==> config.mk <==
export PLATFORM = sky130hd
export DESIGN_NAME = writeback
export DESIGN_NICKNAME = d
export VERILOG_FILES = /design/src/hw/wb_uop_pkg.sv /design/src/hw/x86_flags_pkg.sv /design/src/hw/wb_commit_ctrl.sv /design/src/hw/wb_flags_reg.sv /design/src/hw/wb_operand_select.sv /design/src/hw/writeback.sv
export SDC_FILE = /design/constraint.sdc
export NUM_CORES = 1
export LEC_CHECK = 0
export BUFFER_PORTS_ARGS = -buffer_cell sky130_fd_sc_hd__buf_2
export CELL_PAD_IN_SITES_DETAIL_PLACEMENT = 1
export CELL_PAD_IN_SITES_GLOBAL_PLACEMENT = 2
export CORE_AREA = 2 2 259 261
export DETAILED_ROUTE_END_ITERATION = 16
export DIE_AREA = 0 0 261 263
export PLACE_DENSITY = 0.61
export SYNTH_ARGS = -nofsm -noshare
export SYNTH_HDL_FRONTEND = slang
export SYNTH_HIERARCHICAL = 1
export SYNTH_SLANG_ARGS = --single-unit
==> constraint.sdc <==
create_clock -name clk -period 4.1 [get_ports clk]
set_input_delay 0.615 -clock clk [delete_from_list [all_inputs] [get_ports clk]]
set_output_delay 0.615 -clock clk [all_outputs]
set_load 0.01 [all_outputs]
==> src/hw/wb_uop_pkg.sv <==
// writeback micro-op control word fields and datasize codes, imported by the stage and testbench
`default_nettype none

package wb_uop_pkg;

   localparam int uop_ctrl_width = 16;

   // architectural load requests
   localparam int uop_ld_gpr1 = 0;
   localparam int uop_ld_gpr3 = 1;
   localparam int uop_ld_seg = 2;
   localparam int uop_ld_mm = 3;
   localparam int uop_ld_eip = 4;
   localparam int uop_ld_cs = 5;
   localparam int uop_ld_flags = 6;

   // flags stack traffic
   localparam int uop_pop_flags = 7;
   localparam int uop_push_flags = 8;

   // conditional commits
   localparam int uop_is_jne = 9;
   localparam int uop_is_jnbe = 10;
   localparam int uop_is_cmovc = 11;

   // the two halves of cmps
   localparam int uop_is_cmps_first = 12;
   localparam int uop_is_cmps_second = 13;

   localparam int uop_is_halt = 14;
   // cache data comes from the mm result
   localparam int uop_mm_mem = 15;

   // operand size, passed straight to the register file
   localparam int datasize_width = 2;
   localparam logic [1:0] size_8 = 2'd0;
   localparam logic [1:0] size_16 = 2'd1;
   localparam logic [1:0] size_32 = 2'd2;

endpackage

`default_nettype wire

==> src/hw/x86_flags_pkg.sv <==
// x86 flags word layout and reset value, imported by the writeback stage and its testbench
`default_nettype none

package x86_flags_pkg;

   // bit positions inside the 32-bit flags word
   localparam int flag_cf_bit = 0;
   localparam int flag_pf_bit = 2;
   localparam int flag_af_bit = 4;
   localparam int flag_zf_bit = 6;
   localparam int flag_sf_bit = 7;
   localparam int flag_df_bit = 10;
   localparam int flag_of_bit = 11;

   // bit 1 always reads as one
   localparam logic [31:0] flags_reset_value = 32'h0000_0002;

   // affected-flag mask from execute, one bit per named flag
   localparam int affect_width = 7;
   localparam int affect_cf = 0;
   localparam int affect_pf = 1;
   localparam int affect_af = 2;
   localparam int affect_zf = 3;
   localparam int affect_sf = 4;
   localparam int affect_df = 5;
   localparam int affect_of = 6;

   typedef struct packed {
      logic [19:0] rsvd_31_12;
      logic        of_flag;
      logic        df_flag;
      logic [1:0]  rsvd_9_8;
      logic        sf_flag;
      logic        zf_flag;
      logic        rsvd_5;
      logic        af_flag;
      logic        rsvd_3;
      logic        pf_flag;
      logic        rsvd_1;
      logic        cf_flag;
   } eflags_bits_t;

   // raw view for push/pop, named view for condition checks
   typedef union packed {
      logic [31:0]  raw;
      eflags_bits_t bits;
   } eflags_u;

endpackage

`default_nettype wire

==> src/hw/wb_commit_ctrl.sv <==
// commit qualification, branch and cmovc resolution, repne/halt and stall for the writeback top
`timescale 1ns/1ps
`default_nettype none

module wb_commit_ctrl
   import x86_flags_pkg::*;
   import wb_uop_pkg::*;
(
   input  wire                      valid,
   input  wire [uop_ctrl_width-1:0] uop,
   input  wire                      ex_ld_gpr2,
   input  wire                      ex_dcache_write,
   input  wire                      repne,
   input  wire [31:0]               result_c,
   input  wire eflags_u             cur_flags,
   input  wire                      write_ready,
   output logic                     ld_gpr1,
   output logic                     ld_gpr2,
   output logic                     ld_gpr3,
   output logic                     ld_seg,
   output logic                     ld_mm,
   output logic                     ld_eip,
   output logic                     ld_cs,
   output logic                     dcache_write,
   output logic                     flags_load,
   output logic                     repne_term,
   output logic                     halt,
   output logic                     stall
);

   logic zf;
   logic cf;
   logic count_done;
   logic jne_block;
   logic jnbe_block;
   logic eip_request;
   logic gpr2_request;

   // conditions use the committed flags, not this op's result
   assign zf = cur_flags.bits.zf_flag;
   assign cf = cur_flags.bits.cf_flag;

   assign count_done = (result_c == 32'd0);

   // repne scan ends on a match or when ecx runs out
   assign repne_term = valid && repne && uop[uop_is_cmps_second] && (zf || count_done);

   // branch not taken keeps the sequential eip from fetch
   assign jne_block = uop[uop_is_jne] && zf;
   assign jnbe_block = uop[uop_is_jnbe] && (cf || zf);

   // a live repne loop reloads eip to repeat the cmps
   assign eip_request = uop[uop_ld_eip] && !jne_block && !jnbe_block && !repne_term;

   // cmovc moves only with carry set
   assign gpr2_request = ex_ld_gpr2 && (!uop[uop_is_cmovc] || cf);

   assign ld_gpr1 = valid && uop[uop_ld_gpr1];
   assign ld_gpr2 = valid && gpr2_request;
   assign ld_gpr3 = valid && uop[uop_ld_gpr3];
   assign ld_seg = valid && uop[uop_ld_seg];
   assign ld_mm = valid && uop[uop_ld_mm];
   assign ld_eip = valid && eip_request;
   assign ld_cs = valid && uop[uop_ld_cs];
   assign dcache_write = valid && ex_dcache_write;
   assign flags_load = valid && uop[uop_ld_flags];

   assign halt = valid && uop[uop_is_halt];

   // hold the stage until the cache write port frees up
   assign stall = dcache_write && !write_ready;

endmodule

`default_nettype wire

==> src/hw/wb_flags_reg.sv <==
// architectural flags register of the writeback stage, instantiated by the writeback top level
`timescale 1ns/1ps
`default_nettype none

module wb_flags_reg
   import x86_flags_pkg::*;
(
   input  wire                    clk,
   input  wire                    rst_n,
   input  wire                    flags_load,
   input  wire                    stall,
   input  wire                    pop,
   input  wire [affect_width-1:0] affected,
   input  wire [31:0]             new_flags,
   input  wire [31:0]             pop_value,
   output eflags_u                cur_flags
);

   logic [31:0] merge_mask;
   logic [31:0] merged_flags;

   // spread the compact mask out to flag positions
   always_comb begin
      merge_mask = '0;
      merge_mask[flag_cf_bit] = affected[affect_cf];
      merge_mask[flag_pf_bit] = affected[affect_pf];
      merge_mask[flag_af_bit] = affected[affect_af];
      merge_mask[flag_zf_bit] = affected[affect_zf];
      merge_mask[flag_sf_bit] = affected[affect_sf];
      merge_mask[flag_df_bit] = affected[affect_df];
      merge_mask[flag_of_bit] = affected[affect_of];
   end

   // unaffected bits, reserved ones included, keep their old value
   assign merged_flags = (cur_flags.raw & ~merge_mask) | (new_flags & merge_mask);

   always_ff @(posedge clk) begin
      if (!rst_n) begin
         cur_flags.raw <= flags_reset_value;
      end else if (flags_load && !stall) begin
         if (pop) begin
            // popf replaces the whole word
            cur_flags.raw <= pop_value;
         end else begin
            cur_flags.raw <= merged_flags;
         end
      end
   end

endmodule

`default_nettype wire

==> src/hw/wb_operand_select.sv <==
// data1, eip and cs selection with the cmps save registers, instantiated by the writeback top
`timescale 1ns/1ps
`default_nettype none

module wb_operand_select
   import x86_flags_pkg::*;
   import wb_uop_pkg::*;
(
   input  wire                      clk,
   input  wire                      rst_n,
   input  wire                      valid,
   input  wire                      stall,
   input  wire [uop_ctrl_width-1:0] uop,
   input  wire eflags_u             cur_flags,
   input  wire [31:0]               result_a,
   input  wire [31:0]               neip,
   input  wire [15:0]               ncs,
   output logic [31:0]              data1,
   output logic [31:0]              eip_value,
   output logic [31:0]              cs_value
);

   logic [31:0] temp_neip;
   logic [15:0] temp_ncs;
   logic        save_next;
   logic        use_temp;
   logic [15:0] cs_sel;

   // only a committed first half captures the return point
   assign save_next = valid && !stall && uop[uop_is_cmps_first];
   assign use_temp = uop[uop_is_cmps_second];

   always_ff @(posedge clk) begin
      if (!rst_n) begin
         temp_neip <= '0;
         temp_ncs <= '0;
      end else if (save_next) begin
         temp_neip <= neip;
         temp_ncs <= ncs;
      end
   end

   // pushf writes the flags word to the stack
   always_comb begin
      if (uop[uop_push_flags]) begin
         data1 = cur_flags.raw;
      end else begin
         data1 = result_a;
      end
   end

   // second half of cmps resumes at the saved point
   always_comb begin
      if (use_temp) begin
         eip_value = temp_neip;
         cs_sel = temp_ncs;
      end else begin
         eip_value = neip;
         cs_sel = ncs;
      end
   end

   assign cs_value = {16'd0, cs_sel};

endmodule

`default_nettype wire

==> src/hw/writeback.sv <==
// writeback stage top level, placed after execute and driving register, cache and eip/cs ports
`timescale 1ns/1ps
`default_nettype none

module writeback
   import x86_flags_pkg::*;
   import wb_uop_pkg::*;
(
   input  wire                      clk,
   input  wire                      rst_n,
   input  wire                      valid,
   input  wire [uop_ctrl_width-1:0] uop,
   input  wire [affect_width-1:0]   affected,
   input  wire [datasize_width-1:0] datasize,
   input  wire                      ex_ld_gpr2,
   input  wire                      ex_dcache_write,
   input  wire                      repne,
   input  wire [31:0]               result_a,
   input  wire [31:0]               result_b,
   input  wire [31:0]               result_c,
   input  wire [31:0]               new_flags,
   input  wire [63:0]               result_mm,
   input  wire [2:0]                dr1,
   input  wire [2:0]                dr2,
   input  wire [2:0]                dr3,
   input  wire [31:0]               neip,
   input  wire [15:0]               ncs,
   input  wire [31:0]               address,
   input  wire                      write_ready,
   output logic [2:0]               final_dr1,
   output logic [2:0]               final_dr2,
   output logic [2:0]               final_dr3,
   output logic [31:0]              final_data1,
   output logic [31:0]              final_data2,
   output logic [31:0]              final_data3,
   output logic                     final_ld_gpr1,
   output logic                     final_ld_gpr2,
   output logic                     final_ld_gpr3,
   output logic [datasize_width-1:0] final_datasize,
   output logic                     final_ld_seg,
   output logic [63:0]              final_mm_data,
   output logic                     final_ld_mm,
   output logic [31:0]              final_eip,
   output logic                     final_ld_eip,
   output logic [31:0]              final_cs,
   output logic                     final_ld_cs,
   output logic [63:0]              dcache_data,
   output logic [31:0]              dcache_address,
   output logic                     dcache_write,
   output logic                     halt,
   output logic                     repne_term,
   output logic                     stall,
   output logic                     cf_fwd,
   output logic                     af_fwd
);

   eflags_u     cur_flags;
   logic        flags_load;
   logic [31:0] data1;

   wb_flags_reg u_flags_reg (
      .clk        (clk),
      .rst_n      (rst_n),
      .flags_load (flags_load),
      .stall      (stall),
      .pop        (uop[uop_pop_flags]),
      .affected   (affected),
      .new_flags  (new_flags),
      .pop_value  (result_a),
      .cur_flags  (cur_flags)
   );

   wb_operand_select u_operand_select (
      .clk       (clk),
      .rst_n     (rst_n),
      .valid     (valid),
      .stall     (stall),
      .uop       (uop),
      .cur_flags (cur_flags),
      .result_a  (result_a),
      .neip      (neip),
      .ncs       (ncs),
      .data1     (data1),
      .eip_value (final_eip),
      .cs_value  (final_cs)
   );

   wb_commit_ctrl u_commit_ctrl (
      .valid           (valid),
      .uop             (uop),
      .ex_ld_gpr2      (ex_ld_gpr2),
      .ex_dcache_write (ex_dcache_write),
      .repne           (repne),
      .result_c        (result_c),
      .cur_flags       (cur_flags),
      .write_ready     (write_ready),
      .ld_gpr1         (final_ld_gpr1),
      .ld_gpr2         (final_ld_gpr2),
      .ld_gpr3         (final_ld_gpr3),
      .ld_seg          (final_ld_seg),
      .ld_mm           (final_ld_mm),
      .ld_eip          (final_ld_eip),
      .ld_cs           (final_ld_cs),
      .dcache_write    (dcache_write),
      .flags_load      (flags_load),
      .repne_term      (repne_term),
      .halt            (halt),
      .stall           (stall)
   );

   // register file side
   assign final_dr1 = dr1;
   assign final_dr2 = dr2;
   assign final_dr3 = dr3;
   assign final_data1 = data1;
   assign final_data2 = result_b;
   assign final_data3 = result_c;
   assign final_datasize = datasize;
   assign final_mm_data = result_mm;

   // the cache port is 64 bits wide for mm stores
   assign dcache_data = uop[uop_mm_mem] ? result_mm : {32'd0, data1};
   assign dcache_address = address;

   // forwarded from the committed flags
   assign cf_fwd = cur_flags.bits.cf_flag;
   assign af_fwd = cur_flags.bits.af_flag;

endmodule

`default_nettype wire

== Word level (Yosys, flattened, before mapping) ==
Cells that the tools add are included.

* $add $sub $neg: 0
* $mul: 0
* Multiplexer cells: 5
* Div/mod/pow operators: 0
* Reductions and logical operators: 33
* Shifts and indexed selects: 0
* Bitwise operators: 4
* Equality and inequality tests: 0
* $lt $le $gt $ge: 0

{| class="wikitable"
|+ Operators by type and width
! kind !! count
|-
| two-way mux 32 bit || 3
|-
| two-way mux 64 bit || 1
|-
| AND 32 x 12 -> 32 bit || 1
|-
| AND 32 bit || 1
|-
| logical NOT 32 bit || 1
|-
| inverter 12 -> 32 bit || 1
|-
| bitwise OR 32 bit || 1
|-
| logical AND 1 bit || 23
|-
| two-way mux 16 bit || 1
|-
| logical NOT 1 bit || 6
|-
| logical OR 1 bit || 3
|}

* Register bits: 80
* ROM bits: 0
* Logic and storage cells: 45
* Bits of input ports: 313
* Memories kept: 0
* Bits in latches: 0
* Memory bits (writable): 0
* Output and inout port bits: 344

== Depth between registers and ports, before layout ==
* Word-level depth: 6
* Mapped depth: 7
* Depth with buffers taken out: 5

== Hierarchy ==
Netlist, hierarchy kept.

{| class="wikitable"
|+ By module, submodules not included
! module !! seq. area each (sq um) !! area an instance (sq um) !! cells each !! times used
|-
| wb_operand_select || 960.9 || 3000.4 || 316 || 1
|-
| writeback || 0.0 || 2030.7 || 242 || 1
|-
| wb_flags_reg || 640.6 || 1272.5 || 152 || 1
|-
| wb_commit_ctrl || 0.0 || 182.7 || 29 || 1
|}

== Worst setup path after synthesis ==
No wires, ideal clock.

* Path kind: input port to output port
* Start point: in uop[8]
* End point: out dcache_data[3]
* Data arrival time: 1689 ps
* Stages on the path: 4
* Path slack: 1796 ps
* Path buffers: 2
* Data required time: 3485 ps
* Path through: clkbuf_1 -> buf_2 -> mux2_1 -> mux2_2

* Cells in the longest elaborated chain, start to end: 2

{| class="wikitable"
|+ RTL lines
! item !! line !! RTL
|-
| from (decl) || writeback.sv:12 || <nowiki>input wire [uop_ctrl_width-1:0] uop,</nowiki>
|-
| two-way mux 32 bit || wb_operand_select.sv:45 || <nowiki>if (uop[uop_push_flags]) begin</nowiki>
|-
| net final_data1[3] || writeback.sv:33 || <nowiki>output logic [31:0] final_data1,</nowiki>
|-
| two-way mux 64 bit || writeback.sv:122 || <nowiki>assign dcache_data = uop[uop_mm_mem] ? result_mm : {32'd0, data1};</nowiki>
|-
| to (decl) || writeback.sv:47 || <nowiki>output logic [63:0] dcache_data,</nowiki>
|}

The timed path passes the listed nets, and every way through them passes these cells.

== Final worst setup path ==
* Start point: in uop[8]
* End point: out dcache_data[1]

* Cells in the longest elaborated chain, start to end: 2

{| class="wikitable"
|+ RTL lines
! item !! line
|-
| two-way mux 32 bit || wb_operand_select.sv:45
|-
| two-way mux 64 bit || writeback.sv:122
|}

Every way passes these cells.

==> impl_metrics.yaml <==
outcome:
  status: "finished clean"
sta:
  tns_ns: 0
  fin_crit_sh_pct: 70.40
  maxSlewHeadroom_pct: 28.27
  clock.fmax_mhz: 346.4
  tightestPinTransition_ns: 1.076
  fin_worst_skew_ns: 0
  hold_slack_ns: 0.4553
  post-route-min-period_ns: 2.886
  hold_violations: 0
  drv_slew: 0
  final-setup-viol-count: 0
  grt_setup_unrepaired: "no"
  fin_ws_ns: 1.214
routing:
  num_vias: 5921
  drc_errors: 0
  drt_iter0_markers: 156
  antenna_left: 0
  vias_per_cell: 3.153
  drt-total-wl_mm: 26.80
  drt_first_pass_iters: 4
  wl_per_cell_um: 14.27
clock_network:
  clk_pin_slew_ns: 0.07
  cts_made_buffers: 9
  cts_resized: 0
  clk_latency_ns: 0.37
  cts_tree: "done"
  cts_root_buf: "clkbuf_16"
  h-tree-depth: 3
  cts_hold_buf: 0
  cts_buffer_depth: 2
  cts_sinks: 80
  post_cts.repair.setup_buffers: 0
synth:
  yosysSeqAreaShare_pct: 24.69
  synthDominantCellAreaShare_pct: 24.69
  synth_area_leaders: "dfxtp_1 25%, buf_4 22%, mux2_2 14%"
  synthesis.area_um2: 6486
  yosys.area.top_type: "dfxtp_1"
  synth.distinct_cells: 35
  ys_ff_latch: 80
  ys_warn_count: 6
  syn_inst: 739
  syn_area_per_cell_um2: 8.777
critical_path:
  rr_worst_depth: 2
  critPathCaptureType: "primary output"
  path_class: "primary input to primary output"
  cp.arrival_ns: 2.27
  cp_max_fo: 26
  r2r_slack_ns: 3.14
  required_ns: 3.48
  cp-start-kind: "primary input"
cells_and_area:
  nNetsFinal: 1320
  layoutNonFillerInstCount: 1878
  area_growth_syn_to_layout_pct: 32.83
  final_cell_mix: "464 x buf_2, 147 x nand2_1, 82 x mux2_2, 80 x dfxtp_1, 55 x mux2i_1"
  layout_commonest_cell: "buf_2"
  fill_cells: 7929
  drive_above_1_share_pct: 59.78
grt:
  grt_pass1_vias: 6065
  grt_overflow: 0
  groute.usage.overall_pct: 7.370
  grt_max_degree: 67
  antenna_found_initial: 2
  grt_pass1_wl_mm: 36.96
floorplan:
  die_w_um: 261
  die-area_um2: 68640
  start_util_pct: 9.883
  die_h_um: 263
  design.core.area_um2: 65630
  num_rows: 94
  ioPinCount: 657
placed_design:
  place_ws_ns: 1.139
  io_buffers: 465
  dp.cells: 1860
  post-dp-hpwl_mm: 21.52
  place.gp.congestion: 0.7162
power:
  ir_worst_vdd_v: 0.0001932
  total_power_w: 0.002398
  p_leak_nw: 4.075
  powerDensity_nw_per_um2: 278.3
run:
  maxCapViolations: 0
hold_path:
  min_from: "u_flags_reg/cur_flags[23]"
  hold_path.class: "register to register"
  hold_depth: 2
  holdPathEnd: "u_flags_reg/cur_flags[23]"
-- cell usage after synthesis --
library cell	number
a211oi_1	1
a21oi_1	30
a221oi_1	3
a311oi_1	4
a31oi_1	1
and2_1	40
and2b_1	1
and3b_1	2
buf_12	2
buf_2	13
buf_4	194
buf_6	6
buf_8	3
clkbuf_1	12
clkbuf_2	1
conb_1	1
dfxtp_1	80
inv_1	5
mux2_1	2
mux2_2	82
mux2_4	28
mux2i_1	55
nand2_1	147
nand2b_1	3
nand3_1	1
nand3b_1	1
nand4_1	2
nor2_1	1
nor2b_1	1
nor4_1	7
nor4_2	1
o2111a_1	1
o211ai_1	1
o21ai_0	3
or2_2	4
-- registers in the layout, indices dropped and copies added (netlist names), named ones only --
| name | count |
|---|---|
| u_operand_select/temp_ncs | 16 |
| u_operand_select/temp_neip | 32 |
| u_flags_reg/cur_flags | 25 |
-- power breakdown --
part | switching (W) | internal, W | total, W | leakage (nW)
Sequential | 0.0000196 | 0.000813 | 0.000832 | 0.653
Clock | 0.000441 | 0.000431 | 0.000872 | 0.143
Combinational | 0.000365 | 0.000328 | 0.000693 | 3.28
-- how the worst max path moves through the flow --
stage	cells after the start	from	end
3_5_place_dp	5	uop[8]	dcache_data[1]
4_1_cts	5	uop[8]	dcache_data[1]
2_1_floorplan	4	uop[8]	dcache_data[3]
5_1_grt	5	uop[8]	dcache_data[1]
3_3_place_gp	5	uop[8]	dcache_data[1]
6_report	5	uop[8]	dcache_data[1]
-- kinds of logic after synthesis --
| logic type | count (synthesis) | synth area share, % |
|---|---|---|
| compound gates | 44 | 3.993 |
| buf+inv | 236 | 26.87 |
| flops | 80 | 24.69 |
| mux | 167 | 29.55 |
| other cells | 1 | 0.05781 |
| simple gates | 211 | 14.83 |
-- metrics by stage --
stage	util, %	instance area [um2]
floorplan	-	6543
global placement	12.67	8318
detailed placement	12.67	8318
CTS	13.12	8611
global route	13.12	8613
finish	13.13	8616
-- metal layers --
metal	wire [um]	global-route usage (%)	up-vias
li1	-	-	2794
met1	9308	6.942	2751
met2	14040	13.97	311
met3	2089	1.820	63
met4	1342	4.807	2
met5	16	0	-
-- worst max-delay path, cell delays in order --
cell and delay, ns:
buf_2 0.58, buf_4 0.29, mux2_2 0.39, mux2_2 0.26
buf_2 0.14
-- layout make-up --
type,instances,area (um2),share of cell area (%)
flip-flops and latches,80,1602,18.59
multi-input cells,438,3202,37.16
clock buffers,9,225.2,2.614
clock inverters,7,67.56,0.7842
well taps,864,1081,12.55
repair buffers,473,2415,28.03
diodes,2,5.005,0.05809
inverters,5,18.77,0.2178
(Power assumes the default switching activity.)
